File: src/verilog/fsb_axi_cfg.svh
// fsb to axi writer widths and constants

`ifndef FSB_AXI_CFG_SVH
`define FSB_AXI_CFG_SVH

// axi host interface
`define AXI_DATA_W 512
`define AXI_ADDR_W 64
`define BEAT_BYTES 64

// tail pointer beat only carries the low word
`define TAIL_STRB_BYTES 8

// fsb side, four packets per beat
`define FSB_W 80
`define FSB_LANES 4

// config bus
`define CFG_ADDR_W 8
`define CFG_DATA_W 32

`endif

File: src/verilog/cfg_regs_pkg.sv
// config register map types

`include "fsb_axi_cfg.svh"

package cfg_regs_pkg;

  typedef logic [`CFG_ADDR_W-1:0] cfg_addr_t;
  typedef logic [`CFG_DATA_W-1:0] cfg_data_t;

  // one-cycle request from the host
  typedef struct packed {
    logic      wr;
    logic      rd;
    cfg_addr_t addr;
    cfg_data_t wdata;
  } cfg_req_t;

  // byte offsets of the registers
  typedef enum logic [`CFG_ADDR_W-1:0] {
    CFG      = 8'h00,
    CNTL     = 8'h08,
    RESET    = 8'h0c,
    WADDR_LO = 8'h20,
    WADDR_HI = 8'h24,
    HEAD     = 8'h28,
    BUF_SIZE = 8'h30
  } reg_offset_e;

  // static settings seen by the writer
  typedef struct packed {
    logic [`AXI_ADDR_W-1:0] base;
    cfg_data_t              buf_size;
    cfg_data_t              head;
    logic                   wvalid_mask;
  } wr_ctrl_t;

  typedef struct packed {
    logic busy;
    logic stop_pend;
    logic bresp_err;
  } wr_status_t;

endpackage

File: src/verilog/axi_wr_pkg.sv
// axi write and fsb types

`include "fsb_axi_cfg.svh"

package axi_wr_pkg;

  typedef logic [`AXI_ADDR_W-1:0]   axi_addr_t;
  typedef logic [`AXI_DATA_W-1:0]   axi_data_t;
  typedef logic [`AXI_DATA_W/8-1:0] axi_strb_t;
  typedef logic [`FSB_W-1:0]        fsb_data_t;

  // byte offset inside the ring buffer
  typedef logic [31:0] ring_off_t;

  // ------------------------------------------------
  // channel payloads
  // ------------------------------------------------

  // write address, len is always 0 here
  typedef struct packed {
    axi_addr_t  addr;
    logic [7:0] len;
  } aw_chan_t;

  typedef struct packed {
    axi_data_t data;
    axi_strb_t strb;
    logic      last;
  } w_chan_t;

  // ------------------------------------------------
  // write sequencer states
  // ------------------------------------------------
  typedef enum logic [2:0] {
    WR_IDLE = 3'd0,
    WR_WAIT = 3'd1,
    WR_ADDR = 3'd2,
    WR_DATA = 3'd3,
    WR_RESP = 3'd4,
    WR_STOP = 3'd5
  } wr_state_e;

endpackage

File: src/verilog/cfg_reg_decode.sv
// config register decode

module cfg_reg_decode (
  input  logic                    clk,
  input  logic                    sync_rst_n,
  input  cfg_regs_pkg::cfg_req_t   cfg_req_i,
  input  cfg_regs_pkg::wr_status_t status_i,
  output logic                    cfg_ack_o,
  output cfg_regs_pkg::cfg_data_t  cfg_rdata_o,
  output cfg_regs_pkg::wr_ctrl_t   ctrl_o,
  output logic                    go_o,
  output logic                    stop_o,
  output logic                    reset_o
);
  import cfg_regs_pkg::*;

  logic       wr_pend_q;
  logic       rd_pend_q;
  logic       ack_q;
  logic       req_cycle;
  logic       wr_ack;
  cfg_addr_t  addr_q;
  cfg_data_t  wdata_q;
  cfg_data_t  rdata_q;
  wr_ctrl_t   ctrl_q;

  // ------------------------------------------------
  // request stretch and ack
  // ------------------------------------------------

  // cycle between request and ack
  assign req_cycle = (wr_pend_q || rd_pend_q) && !ack_q;

  always_ff @(posedge clk)
  begin
    if (!sync_rst_n)
    begin
      wr_pend_q <= 1'b0;
      rd_pend_q <= 1'b0;
      ack_q     <= 1'b0;
    end
    else
    begin
      wr_pend_q <= cfg_req_i.wr || (wr_pend_q && !ack_q);
      rd_pend_q <= cfg_req_i.rd || (rd_pend_q && !ack_q);
      // lands 2 cycles after the request
      ack_q     <= req_cycle;
    end
  end

  // address and data held for the whole access
  always_ff @(posedge clk)
  begin
    if (cfg_req_i.wr || cfg_req_i.rd)
    begin
      addr_q  <= cfg_req_i.addr;
      wdata_q <= cfg_req_i.wdata;
    end
  end

  // ------------------------------------------------
  // register storage
  // ------------------------------------------------
  always_ff @(posedge clk)
  begin
    if (!sync_rst_n)
      ctrl_q <= '0;
    else if (wr_pend_q && !ack_q)
    begin
      case (addr_q)
        CFG:      ctrl_q.wvalid_mask <= wdata_q[4];
        WADDR_LO: ctrl_q.base[31:0]  <= wdata_q;
        WADDR_HI: ctrl_q.base[63:32] <= wdata_q;
        HEAD:     ctrl_q.head        <= wdata_q;
        BUF_SIZE: ctrl_q.buf_size    <= wdata_q;
        default:  ctrl_q             <= ctrl_q;
      endcase
    end
  end

  // readback, valid in the ack cycle
  always_ff @(posedge clk)
  begin
    if (req_cycle)
    begin
      case (addr_q)
        CFG:      rdata_q <= {27'b0, ctrl_q.wvalid_mask, 4'b0};
        CNTL:     rdata_q <= {28'b0, status_i.bresp_err, 1'b0,
                              status_i.stop_pend, status_i.busy};
        RESET:    rdata_q <= '0;
        WADDR_LO: rdata_q <= ctrl_q.base[31:0];
        WADDR_HI: rdata_q <= ctrl_q.base[63:32];
        HEAD:     rdata_q <= ctrl_q.head;
        BUF_SIZE: rdata_q <= ctrl_q.buf_size;
        default:  rdata_q <= '1;
      endcase
    end
  end

  // ------------------------------------------------
  // control pulses, fired with the ack
  // ------------------------------------------------
  assign wr_ack  = ack_q && wr_pend_q;
  assign go_o    = wr_ack && (addr_q == CNTL) && wdata_q[0];
  assign stop_o  = wr_ack && (addr_q == CNTL) && !wdata_q[0];
  assign reset_o = wr_ack && (addr_q == RESET) && wdata_q[0];

  assign cfg_ack_o   = ack_q;
  assign cfg_rdata_o = rdata_q;
  assign ctrl_o      = ctrl_q;

endmodule

File: src/verilog/fsb_beat_packer.sv
// fsb packet to axi beat packer

`include "fsb_axi_cfg.svh"

module fsb_beat_packer (
  input  logic                  clk,
  input  logic                  sync_rst_n,
  input  logic                  fsb_valid_i,
  input  axi_wr_pkg::fsb_data_t fsb_data_i,
  input  logic                  mask_i,
  input  logic                  beat_take_i,
  output logic                  fsb_yumi_o,
  output axi_wr_pkg::axi_data_t beat_o,
  output logic                  beat_valid_o
);
  import axi_wr_pkg::*;

  // 128 bit lane per packet
  localparam int LANE_W = `AXI_DATA_W / `FSB_LANES;

  logic [1:0] lane_q;
  logic       beat_valid_q;
  logic       yumi;
  axi_data_t  beat_q;

  // no dequeue while a full beat waits for the sequencer
  assign yumi = fsb_valid_i && mask_i && !beat_valid_q;

  always_ff @(posedge clk)
  begin
    if (!sync_rst_n)
    begin
      lane_q       <= 2'd0;
      beat_valid_q <= 1'b0;
    end
    else
    begin
      if (yumi)
        lane_q <= lane_q + 2'd1;
      // take wins, packing resumes the cycle after
      if (beat_take_i)
        beat_valid_q <= 1'b0;
      else if (yumi && (lane_q == 2'(`FSB_LANES - 1)))
        beat_valid_q <= 1'b1;
    end
  end

  // packet k zero-extended into lane k
  always_ff @(posedge clk)
  begin
    if (yumi)
      beat_q[lane_q*LANE_W +: LANE_W] <= {{(LANE_W - `FSB_W){1'b0}}, fsb_data_i};
  end

  assign fsb_yumi_o   = yumi;
  assign beat_o       = beat_q;
  assign beat_valid_o = beat_valid_q;

endmodule

File: src/verilog/axi_wr_sequencer.sv
// axi4 ring buffer write sequencer

`include "fsb_axi_cfg.svh"

module axi_wr_sequencer (
  input  logic                     clk,
  input  logic                     sync_rst_n,
  input  cfg_regs_pkg::wr_ctrl_t   ctrl_i,
  input  logic                     go_i,
  input  logic                     stop_i,
  input  logic                     reset_i,
  input  axi_wr_pkg::axi_data_t    beat_i,
  input  logic                     beat_valid_i,
  input  logic                     aw_ready_i,
  input  logic                     w_ready_i,
  input  logic                     b_valid_i,
  input  logic [1:0]               b_resp_i,
  output logic                     beat_take_o,
  output axi_wr_pkg::aw_chan_t     aw_o,
  output logic                     aw_valid_o,
  output axi_wr_pkg::w_chan_t      w_o,
  output logic                     w_valid_o,
  output cfg_regs_pkg::wr_status_t status_o
);
  import cfg_regs_pkg::*;
  import axi_wr_pkg::*;

  wr_state_e state_q;
  wr_state_e state_d;
  ring_off_t off_q;
  ring_off_t last_off;
  ring_off_t next_off;
  logic      tail_pend_q;
  logic      stop_pend_q;
  logic      bresp_err_q;
  logic      ring_full;
  logic      issue_tail;
  logic      issue_data;
  aw_chan_t  aw_q;
  w_chan_t   w_q;

  // ------------------------------------------------
  // ring offset and full check
  // ------------------------------------------------
  assign last_off  = ctrl_i.buf_size - ring_off_t'(`BEAT_BYTES);
  assign next_off  = (off_q == last_off) ? '0 : off_q + ring_off_t'(`BEAT_BYTES);
  // one slot kept free so head never equals the new tail
  assign ring_full = (next_off == ctrl_i.head);

  // tail goes first, then stop, then new data
  assign issue_tail = (state_q == WR_WAIT) && tail_pend_q;
  assign issue_data = (state_q == WR_WAIT) && !tail_pend_q && !stop_pend_q
                      && beat_valid_i && !ring_full;

  // ------------------------------------------------
  // write FSM
  // ------------------------------------------------
  always_comb
  begin
    state_d = state_q;
    case (state_q)
      WR_IDLE:
        if (go_i)
          state_d = WR_WAIT;
      WR_WAIT:
        if (issue_tail || issue_data)
          state_d = WR_ADDR;
        else if (stop_pend_q)
          state_d = WR_STOP;
      WR_ADDR:
        if (aw_ready_i)
          state_d = WR_DATA;
      WR_DATA:
        if (w_ready_i)
          state_d = WR_RESP;
      WR_RESP:
        if (b_valid_i)
        begin
          // tail_pend_q still marks the write in flight
          if (stop_pend_q && tail_pend_q)
            state_d = WR_STOP;
          else
            state_d = WR_WAIT;
        end
      WR_STOP:
        if (reset_i)
          state_d = WR_IDLE;
        else if (go_i)
          state_d = WR_WAIT;
      default:
        state_d = WR_IDLE;
    endcase
  end

  always_ff @(posedge clk)
  begin
    if (!sync_rst_n)
      state_q <= WR_IDLE;
    else
      state_q <= state_d;
  end

  // offset moves when the data write is issued
  always_ff @(posedge clk)
  begin
    if (!sync_rst_n || (state_q == WR_IDLE))
    begin
      off_q       <= '0;
      tail_pend_q <= 1'b0;
    end
    else
    begin
      if (issue_data)
        off_q <= next_off;
      // data and tail alternate on each response
      if ((state_q == WR_RESP) && b_valid_i)
        tail_pend_q <= !tail_pend_q;
    end
  end

  // soft stop held until idle or a new start
  always_ff @(posedge clk)
  begin
    if (!sync_rst_n || (state_d == WR_IDLE) || go_i)
      stop_pend_q <= 1'b0;
    else if (stop_i)
      stop_pend_q <= 1'b1;
  end

  // bready is tied high, every b beat lands here
  always_ff @(posedge clk)
  begin
    if (!sync_rst_n)
      bresp_err_q <= 1'b0;
    else if (b_valid_i)
      bresp_err_q <= b_resp_i[1];
  end

  // ------------------------------------------------
  // aw and w payload
  // ------------------------------------------------
  always_ff @(posedge clk)
  begin
    if (issue_tail)
    begin
      aw_q.addr  <= ctrl_i.base + axi_addr_t'(ctrl_i.buf_size);
      aw_q.len   <= 8'd0;
      // new write offset in the low word, ones above
      w_q.data   <= {{(`AXI_DATA_W - 32){1'b1}}, off_q};
      w_q.strb   <= axi_strb_t'({`TAIL_STRB_BYTES{1'b1}});
      w_q.last   <= 1'b1;
    end
    else if (issue_data)
    begin
      aw_q.addr  <= ctrl_i.base + axi_addr_t'(off_q);
      aw_q.len   <= 8'd0;
      w_q.data   <= beat_i;
      w_q.strb   <= '1;
      w_q.last   <= 1'b1;
    end
  end

  assign beat_take_o = issue_data;
  assign aw_o        = aw_q;
  assign aw_valid_o  = (state_q == WR_ADDR);
  assign w_o         = w_q;
  assign w_valid_o   = (state_q == WR_DATA);

  assign status_o.busy      = (state_q != WR_IDLE) && (state_q != WR_STOP);
  assign status_o.stop_pend = stop_pend_q;
  assign status_o.bresp_err = bresp_err_q;

endmodule

File: src/verilog/fsb_axi_writer.sv
// fsb to axi4 ring buffer writer top

module fsb_axi_writer (
  input  logic                    clk,
  input  logic                    sync_rst_n,
  input  cfg_regs_pkg::cfg_req_t  cfg_req_i,
  output logic                    cfg_ack_o,
  output cfg_regs_pkg::cfg_data_t cfg_rdata_o,
  input  logic                    fsb_valid_i,
  input  axi_wr_pkg::fsb_data_t   fsb_data_i,
  output logic                    fsb_yumi_o,
  output axi_wr_pkg::aw_chan_t    aw_o,
  output logic                    aw_valid_o,
  input  logic                    aw_ready_i,
  output axi_wr_pkg::w_chan_t     w_o,
  output logic                    w_valid_o,
  input  logic                    w_ready_i,
  input  logic                    b_valid_i,
  input  logic [1:0]              b_resp_i
);
  import cfg_regs_pkg::*;
  import axi_wr_pkg::*;

  // decode to sequencer
  wr_ctrl_t   ctrl;
  wr_status_t status;
  logic       go;
  logic       stop;
  logic       soft_reset;

  // packer to sequencer
  axi_data_t  beat;
  logic       beat_valid;
  logic       beat_take;

  cfg_reg_decode cfg_reg_decode_inst (
    .clk         (clk),
    .sync_rst_n  (sync_rst_n),
    .cfg_req_i   (cfg_req_i),
    .status_i    (status),
    .cfg_ack_o   (cfg_ack_o),
    .cfg_rdata_o (cfg_rdata_o),
    .ctrl_o      (ctrl),
    .go_o        (go),
    .stop_o      (stop),
    .reset_o     (soft_reset)
  );

  fsb_beat_packer fsb_beat_packer_inst (
    .clk          (clk),
    .sync_rst_n   (sync_rst_n),
    .fsb_valid_i  (fsb_valid_i),
    .fsb_data_i   (fsb_data_i),
    .mask_i       (ctrl.wvalid_mask),
    .beat_take_i  (beat_take),
    .fsb_yumi_o   (fsb_yumi_o),
    .beat_o       (beat),
    .beat_valid_o (beat_valid)
  );

  axi_wr_sequencer axi_wr_sequencer_inst (
    .clk          (clk),
    .sync_rst_n   (sync_rst_n),
    .ctrl_i       (ctrl),
    .go_i         (go),
    .stop_i       (stop),
    .reset_i      (soft_reset),
    .beat_i       (beat),
    .beat_valid_i (beat_valid),
    .aw_ready_i   (aw_ready_i),
    .w_ready_i    (w_ready_i),
    .b_valid_i    (b_valid_i),
    .b_resp_i     (b_resp_i),
    .beat_take_o  (beat_take),
    .aw_o         (aw_o),
    .aw_valid_o   (aw_valid_o),
    .w_o          (w_o),
    .w_valid_o    (w_valid_o),
    .status_o     (status)
  );

endmodule

File: config.mk
export PLATFORM = sky130hd
export DESIGN_NAME = fsb_axi_writer
export DESIGN_NICKNAME = d
export VERILOG_FILES = /design/src/verilog/cfg_regs_pkg.sv /design/src/verilog/axi_wr_pkg.sv /design/src/verilog/cfg_reg_decode.sv /design/src/verilog/fsb_beat_packer.sv /design/src/verilog/axi_wr_sequencer.sv /design/src/verilog/fsb_axi_writer.sv
export VERILOG_INCLUDE_DIRS = /design/src /design/src/verilog
export SDC_FILE = /design/constraint.sdc
export NUM_CORES = 2
export LEC_CHECK = 0
export BUFFER_PORTS_ARGS = -buffer_cell sky130_fd_sc_hd__clkbuf_2
export CAP_MARGIN = 15
export CORE_MARGIN = 10
export CORE_UTILIZATION = 40
export CTS_CLUSTER_DIAMETER = 40
export CTS_CLUSTER_SIZE = 16
export DETAILED_ROUTE_END_ITERATION = 12
export PLACE_DENSITY_LB_ADDON = 0.08
export SYNTH_ARGS = -nofsm -noshare
export SYNTH_HDL_FRONTEND = slang
export SYNTH_SLANG_ARGS = --single-unit
export TNS_END_PERCENT = 20
File: constraint.sdc
create_clock -name clk -period 6.7 [get_ports clk]
set_input_delay 0.67 -clock clk [delete_from_list [all_inputs] [get_ports clk]]
set_output_delay 0.67 -clock clk [all_outputs]
set_load 0.005 [all_outputs]
==> results.json <==
{
  "outcome": "completed",
  "setup_violations": 0,
  "regToRegEndpoint": "axi_wr_sequencer_inst.w_o[218]",
  "die_x_um": 348.0,
  "die_h_um": 348.0,
  "num_vias": 33040,
  "synth_edf_count": 488,
  "routed.top_layer": "met5",
  "yosysSeqAreaShare_pct": 55.59,
  "p_switching_uw": 3287,
  "finalCritPeriodShare_pct": 86.31,
  "grt-ovfl-total": 0,
  "ant_nets": 0,
  "portBuffers": 796,
  "cp_cell_sequence": "nor4_4 > nand4_1 > a2111o_1 > a2111oi_0 > nand4_1 > a2111oi_4 > buf_4 > a21oi_1 > o32a_1 > a2111o_1 > nor2_4 > buf_4 > a211oi_1 > a21oi_1",
  "wl_met1_um": 66340,
  "antenna_found_initial": 18,
  "clock.fmax_mhz": 172.9,
  "rrSetupSlack_ns": 0.92,
  "synthArstFlopShare_pct": 0,
  "netlist_instances": 4220,
  "wl_met3_um": 12790,
  "clk_path_buf_depth": 3,
  "slew_headroom_pct": 25.72,
  "numCtsBuffers": 153,
  "worstMarginPinSlew_ns": 1.114,
  "clock_skew_ns": 0.04410,
  "synth.distinct_cells": 77,
  "nets": 4848,
  "syn_to_final_growth_pct": 20.31,
  "period_minus_slack_ns": 5.783,
  "syn_avg_cell_area_um2": 10.20,
  "synth_top_family_by_area": "compound AO/OA/AOI/OAI gates",
  "initial_core_util_pct": 40.25,
  "synth_compound_area_share_pct": 16.00,
  "cts_resized": 0,
  "core_area_mm2": 0.1069,
  "start_kind": "flop",
  "drv_cap": 0,
  "grt_pass1_vias": 31900,
  "synth-main-ff-cell": "edfxtp_1",
  "root_buffer": "clkbuf_16",
  "slowest_stage": "buf_4",
  "post_drt_wl_per_cell_um": 25.05,
  "clockPowerShare_pct": 56.4,
  "synthMuxAreaShare_pct": 0.9566,
  "post_cts_buffers": 0,
  "hold_depth": 1,
  "setup_tns_ns": 0,
  "p_leak_uw": 0.02031,
  "std_cell_rows": 120,
  "worst-path-max-fanout": 73,
  "hold_path_startpoint": "cfg_req_i[1]",
  "place_hpwl_um": 107300,
  "rsz0062_at_grt": "false",
  "met2_wirelength_um": 73340,
  "grt_first_pass_wirelength_um": 225200,
  "yosys_warnings": 0,
  "p_seq_share_pct": 41.9,
  "pin_count": 815,
  "endpoint_kind": "flop",
  "synth.ff_latch_count": 951,
  "die_area_mm2": 0.1211,
  "utilization_pct": 48.43,
  "combPwrFrac_pct": 1.7,
  "p_sw_share_pct": 22.29,
  "ctsHoldBuffers": 0,
  "cp.arrival_ns": 6.45,
  "synth_xor_area_share_pct": 2.646,
  "max_stage_delay_ns": 0.84,
  "drv_slew": 0,
  "hp-class": "in -> reg",
  "vias_per_cell": 5.310,
  "firstDrtPassIters": 6,
  "r2r-start": "cfg_reg_decode_inst.ctrl_o[48]",
  "cp_data_required_time_ns": 7.36,
  "cts_tree": "built",
  "reg2reg_depth": 14,
  "grtUsageTotal_pct": 24.63,
  "min_to": "cfg_reg_decode_inst.wdata_q[1]",
  "criticalPathCategory": "reg -> reg",
  "synth-simple-area-share_pct": 15.37,
  "h-tree-depth": 4,
  "routabilityCongestion": 0.8877,
  "drive_above_1_share_pct": 24.59,
  "clk_latency_ns": 0.75,
  "synthAdderAreaFrac_pct": 1.181,
  "p_int_uw": 11460,
  "first_iter_violations": 2732,
  "power_density_mw_per_mm2": 284.8,
  "drc": 0,
  "drt_wl_total_um": 155900,
  "ir_drop_mv": 0.1930,
  "clkSinkCount": 951,
  "path_clk_slew_ns": 0.06,
  "hold_viol": 0,
  "netlist_area_mm2": 0.04303,
  "grt_max_degree": 158
}
## critical path: cells and delay by family, from the launching register on
kind                   cells  cell delay (ns)
buffers and inverters      2             1.09
DFF                        1             0.42
and+or+nand+nor            4             1.46
AOI/OAI and AO/OA          8             2.64
## how the worst max path moves through the flow
| stage | startpoint | to | slack [ns] | depth (start not counted) |
|---|---|---|---|---|
| floorplan | cfg_reg_decode_inst.ctrl_o[39] | axi_wr_sequencer_inst.aw_o[10] | 0.16 | 19 |
| global placement | cfg_reg_decode_inst.ctrl_o[48] | axi_wr_sequencer_inst.w_o[216] | 1.01 | 14 |
| detailed placement | cfg_reg_decode_inst.ctrl_o[48] | axi_wr_sequencer_inst.w_o[260] | 0.96 | 14 |
| CTS | cfg_reg_decode_inst.ctrl_o[48] | axi_wr_sequencer_inst.w_o[218] | 0.93 | 14 |
| global route | cfg_reg_decode_inst.ctrl_o[39] | axi_wr_sequencer_inst.w_o[218] | 0.56 | 15 |
| finish | cfg_reg_decode_inst.ctrl_o[48] | axi_wr_sequencer_inst.w_o[218] | 0.92 | 14 |
## cell type report
| cell class | count | area (µm²) |
|---|---|---|
| inverter | 35 | 131.4 |
| multi-input combinational | 2661 | 15740 |
| tap | 1403 | 1755 |
| timing repair buffer | 876 | 4725 |
| clock buffer | 186 | 4190 |
| antenna | 9 | 22.52 |
| sequential | 951 | 23930 |
| fill | 10030 | 55130 |
| clock inverter | 102 | 1284 |
## per-stage QoR
stage / hold WS, ns / area [µm²] / setup WS [ns] / power (µW) / std cells
global route: 0.06779 / 51750 / 0.5587 / 15170 / 6214
finish: 0.1027 / 51770 / 0.9171 / 14740 / 6223
detailed placement: 0.4798 / 46280 / 0.9575 / 6544 / 5926
floorplan: 0.4565 / 43090 / 0.1616 / 6378 / 4235
global placement: 0.4697 / 46280 / 1.011 / 6545 / 5926
CTS: 0.05821 / 51750 / 0.9319 / 14870 / 6214
## Yosys cell counts, types with 45 or more instances
| cell | number | share of area, % |
|---|---|---|
| o21ai_0 | 78 | 0.91 |
| clkbuf_1 | 232 | 2.0 |
| and2_1 | 335 | 4.9 |
| xor2_1 | 45 | 0.92 |
| a21oi_1 | 337 | 3.9 |
| dfxtp_1 | 463 | 22 |
| nor2_1 | 405 | 3.5 |
| buf_2 | 54 | 0.63 |
| nand2_1 | 476 | 4.2 |
| a211oi_1 | 265 | 4.6 |
| buf_4 | 281 | 4.9 |
| a21boi_0 | 131 | 2.3 |
| xnor2_1 | 85 | 1.7 |
| edfxtp_1 | 488 | 34 |
## power by group through the flow
| stage | Combinational, µW | Sequential, µW | Clock [µW] |
|---|---|---|---|
| floorplan | 101 | 6280 | 0 |
| global placement | 247 | 6300 | 0 |
| detailed placement | 246 | 6300 | 0 |
| CTS | 247 | 6180 | 8450 |
| global route | 263 | 6180 | 8720 |
| finish | 245 | 6180 | 8320 |
## kinds of logic after synthesis
| family | count (synthesis) |
|---|---|
| AO/OA/AOI/OAI | 1030 |
| XOR/XNOR | 130 |
| adder cells (fa/ha/maj) | 40 |
| buffers and inverters | 623 |
| flip-flops | 951 |
| multiplexers | 41 |
| other | 2 |
| AND/OR/NAND/NOR | 1403 |
## sequential cells by signal (all words and copies together) (netlist names), 2 cells and up
name and flops:
axi_wr_sequencer_inst.aw_o 64, cfg_reg_decode_inst.ctrl_o 129, cfg_reg_decode_inst.cfg_rdata_o 32, fsb_beat_packer_inst.beat_o 320, axi_wr_sequencer_inst.state_q 3, cfg_reg_decode_inst.addr_q 8
cfg_reg_decode_inst.wdata_q 32, axi_wr_sequencer_inst.off_q 32, fsb_beat_packer_inst.lane_q 2, axi_wr_sequencer_inst.w_o 322
## layer usage
layer / vias up / track usage (%)
met5: - / 0
met4: 4 / 6.396
met3: 204 / 7.607
met2: 1035 / 39.93
met1: 16230 / 31.74
li1: 15580 / -
## layout by cell type, fill, tap and decap left out, drive strengths merged, types with 14 or more instances in the layout
cell type,n
a22o,35
xor2,45
a222oi,32
ha,39
nand2,477
nor3,18
mux2i,40
clkinv,38
edfxtp,488
clkinvlp,17
nand2b,15
conb,17
nor2,406
nand4,14
dfxtp,463
inv,64
xnor2,85
a31oi,25
buf,81
a21o,20
o21ai,79
nand3,42
a21boi,131
and3,23
and2,338
a21oi,337
a211oi,265
bufinv,18
clkbuf,981
No activity file was read; power rests on OpenSTA's default activity.
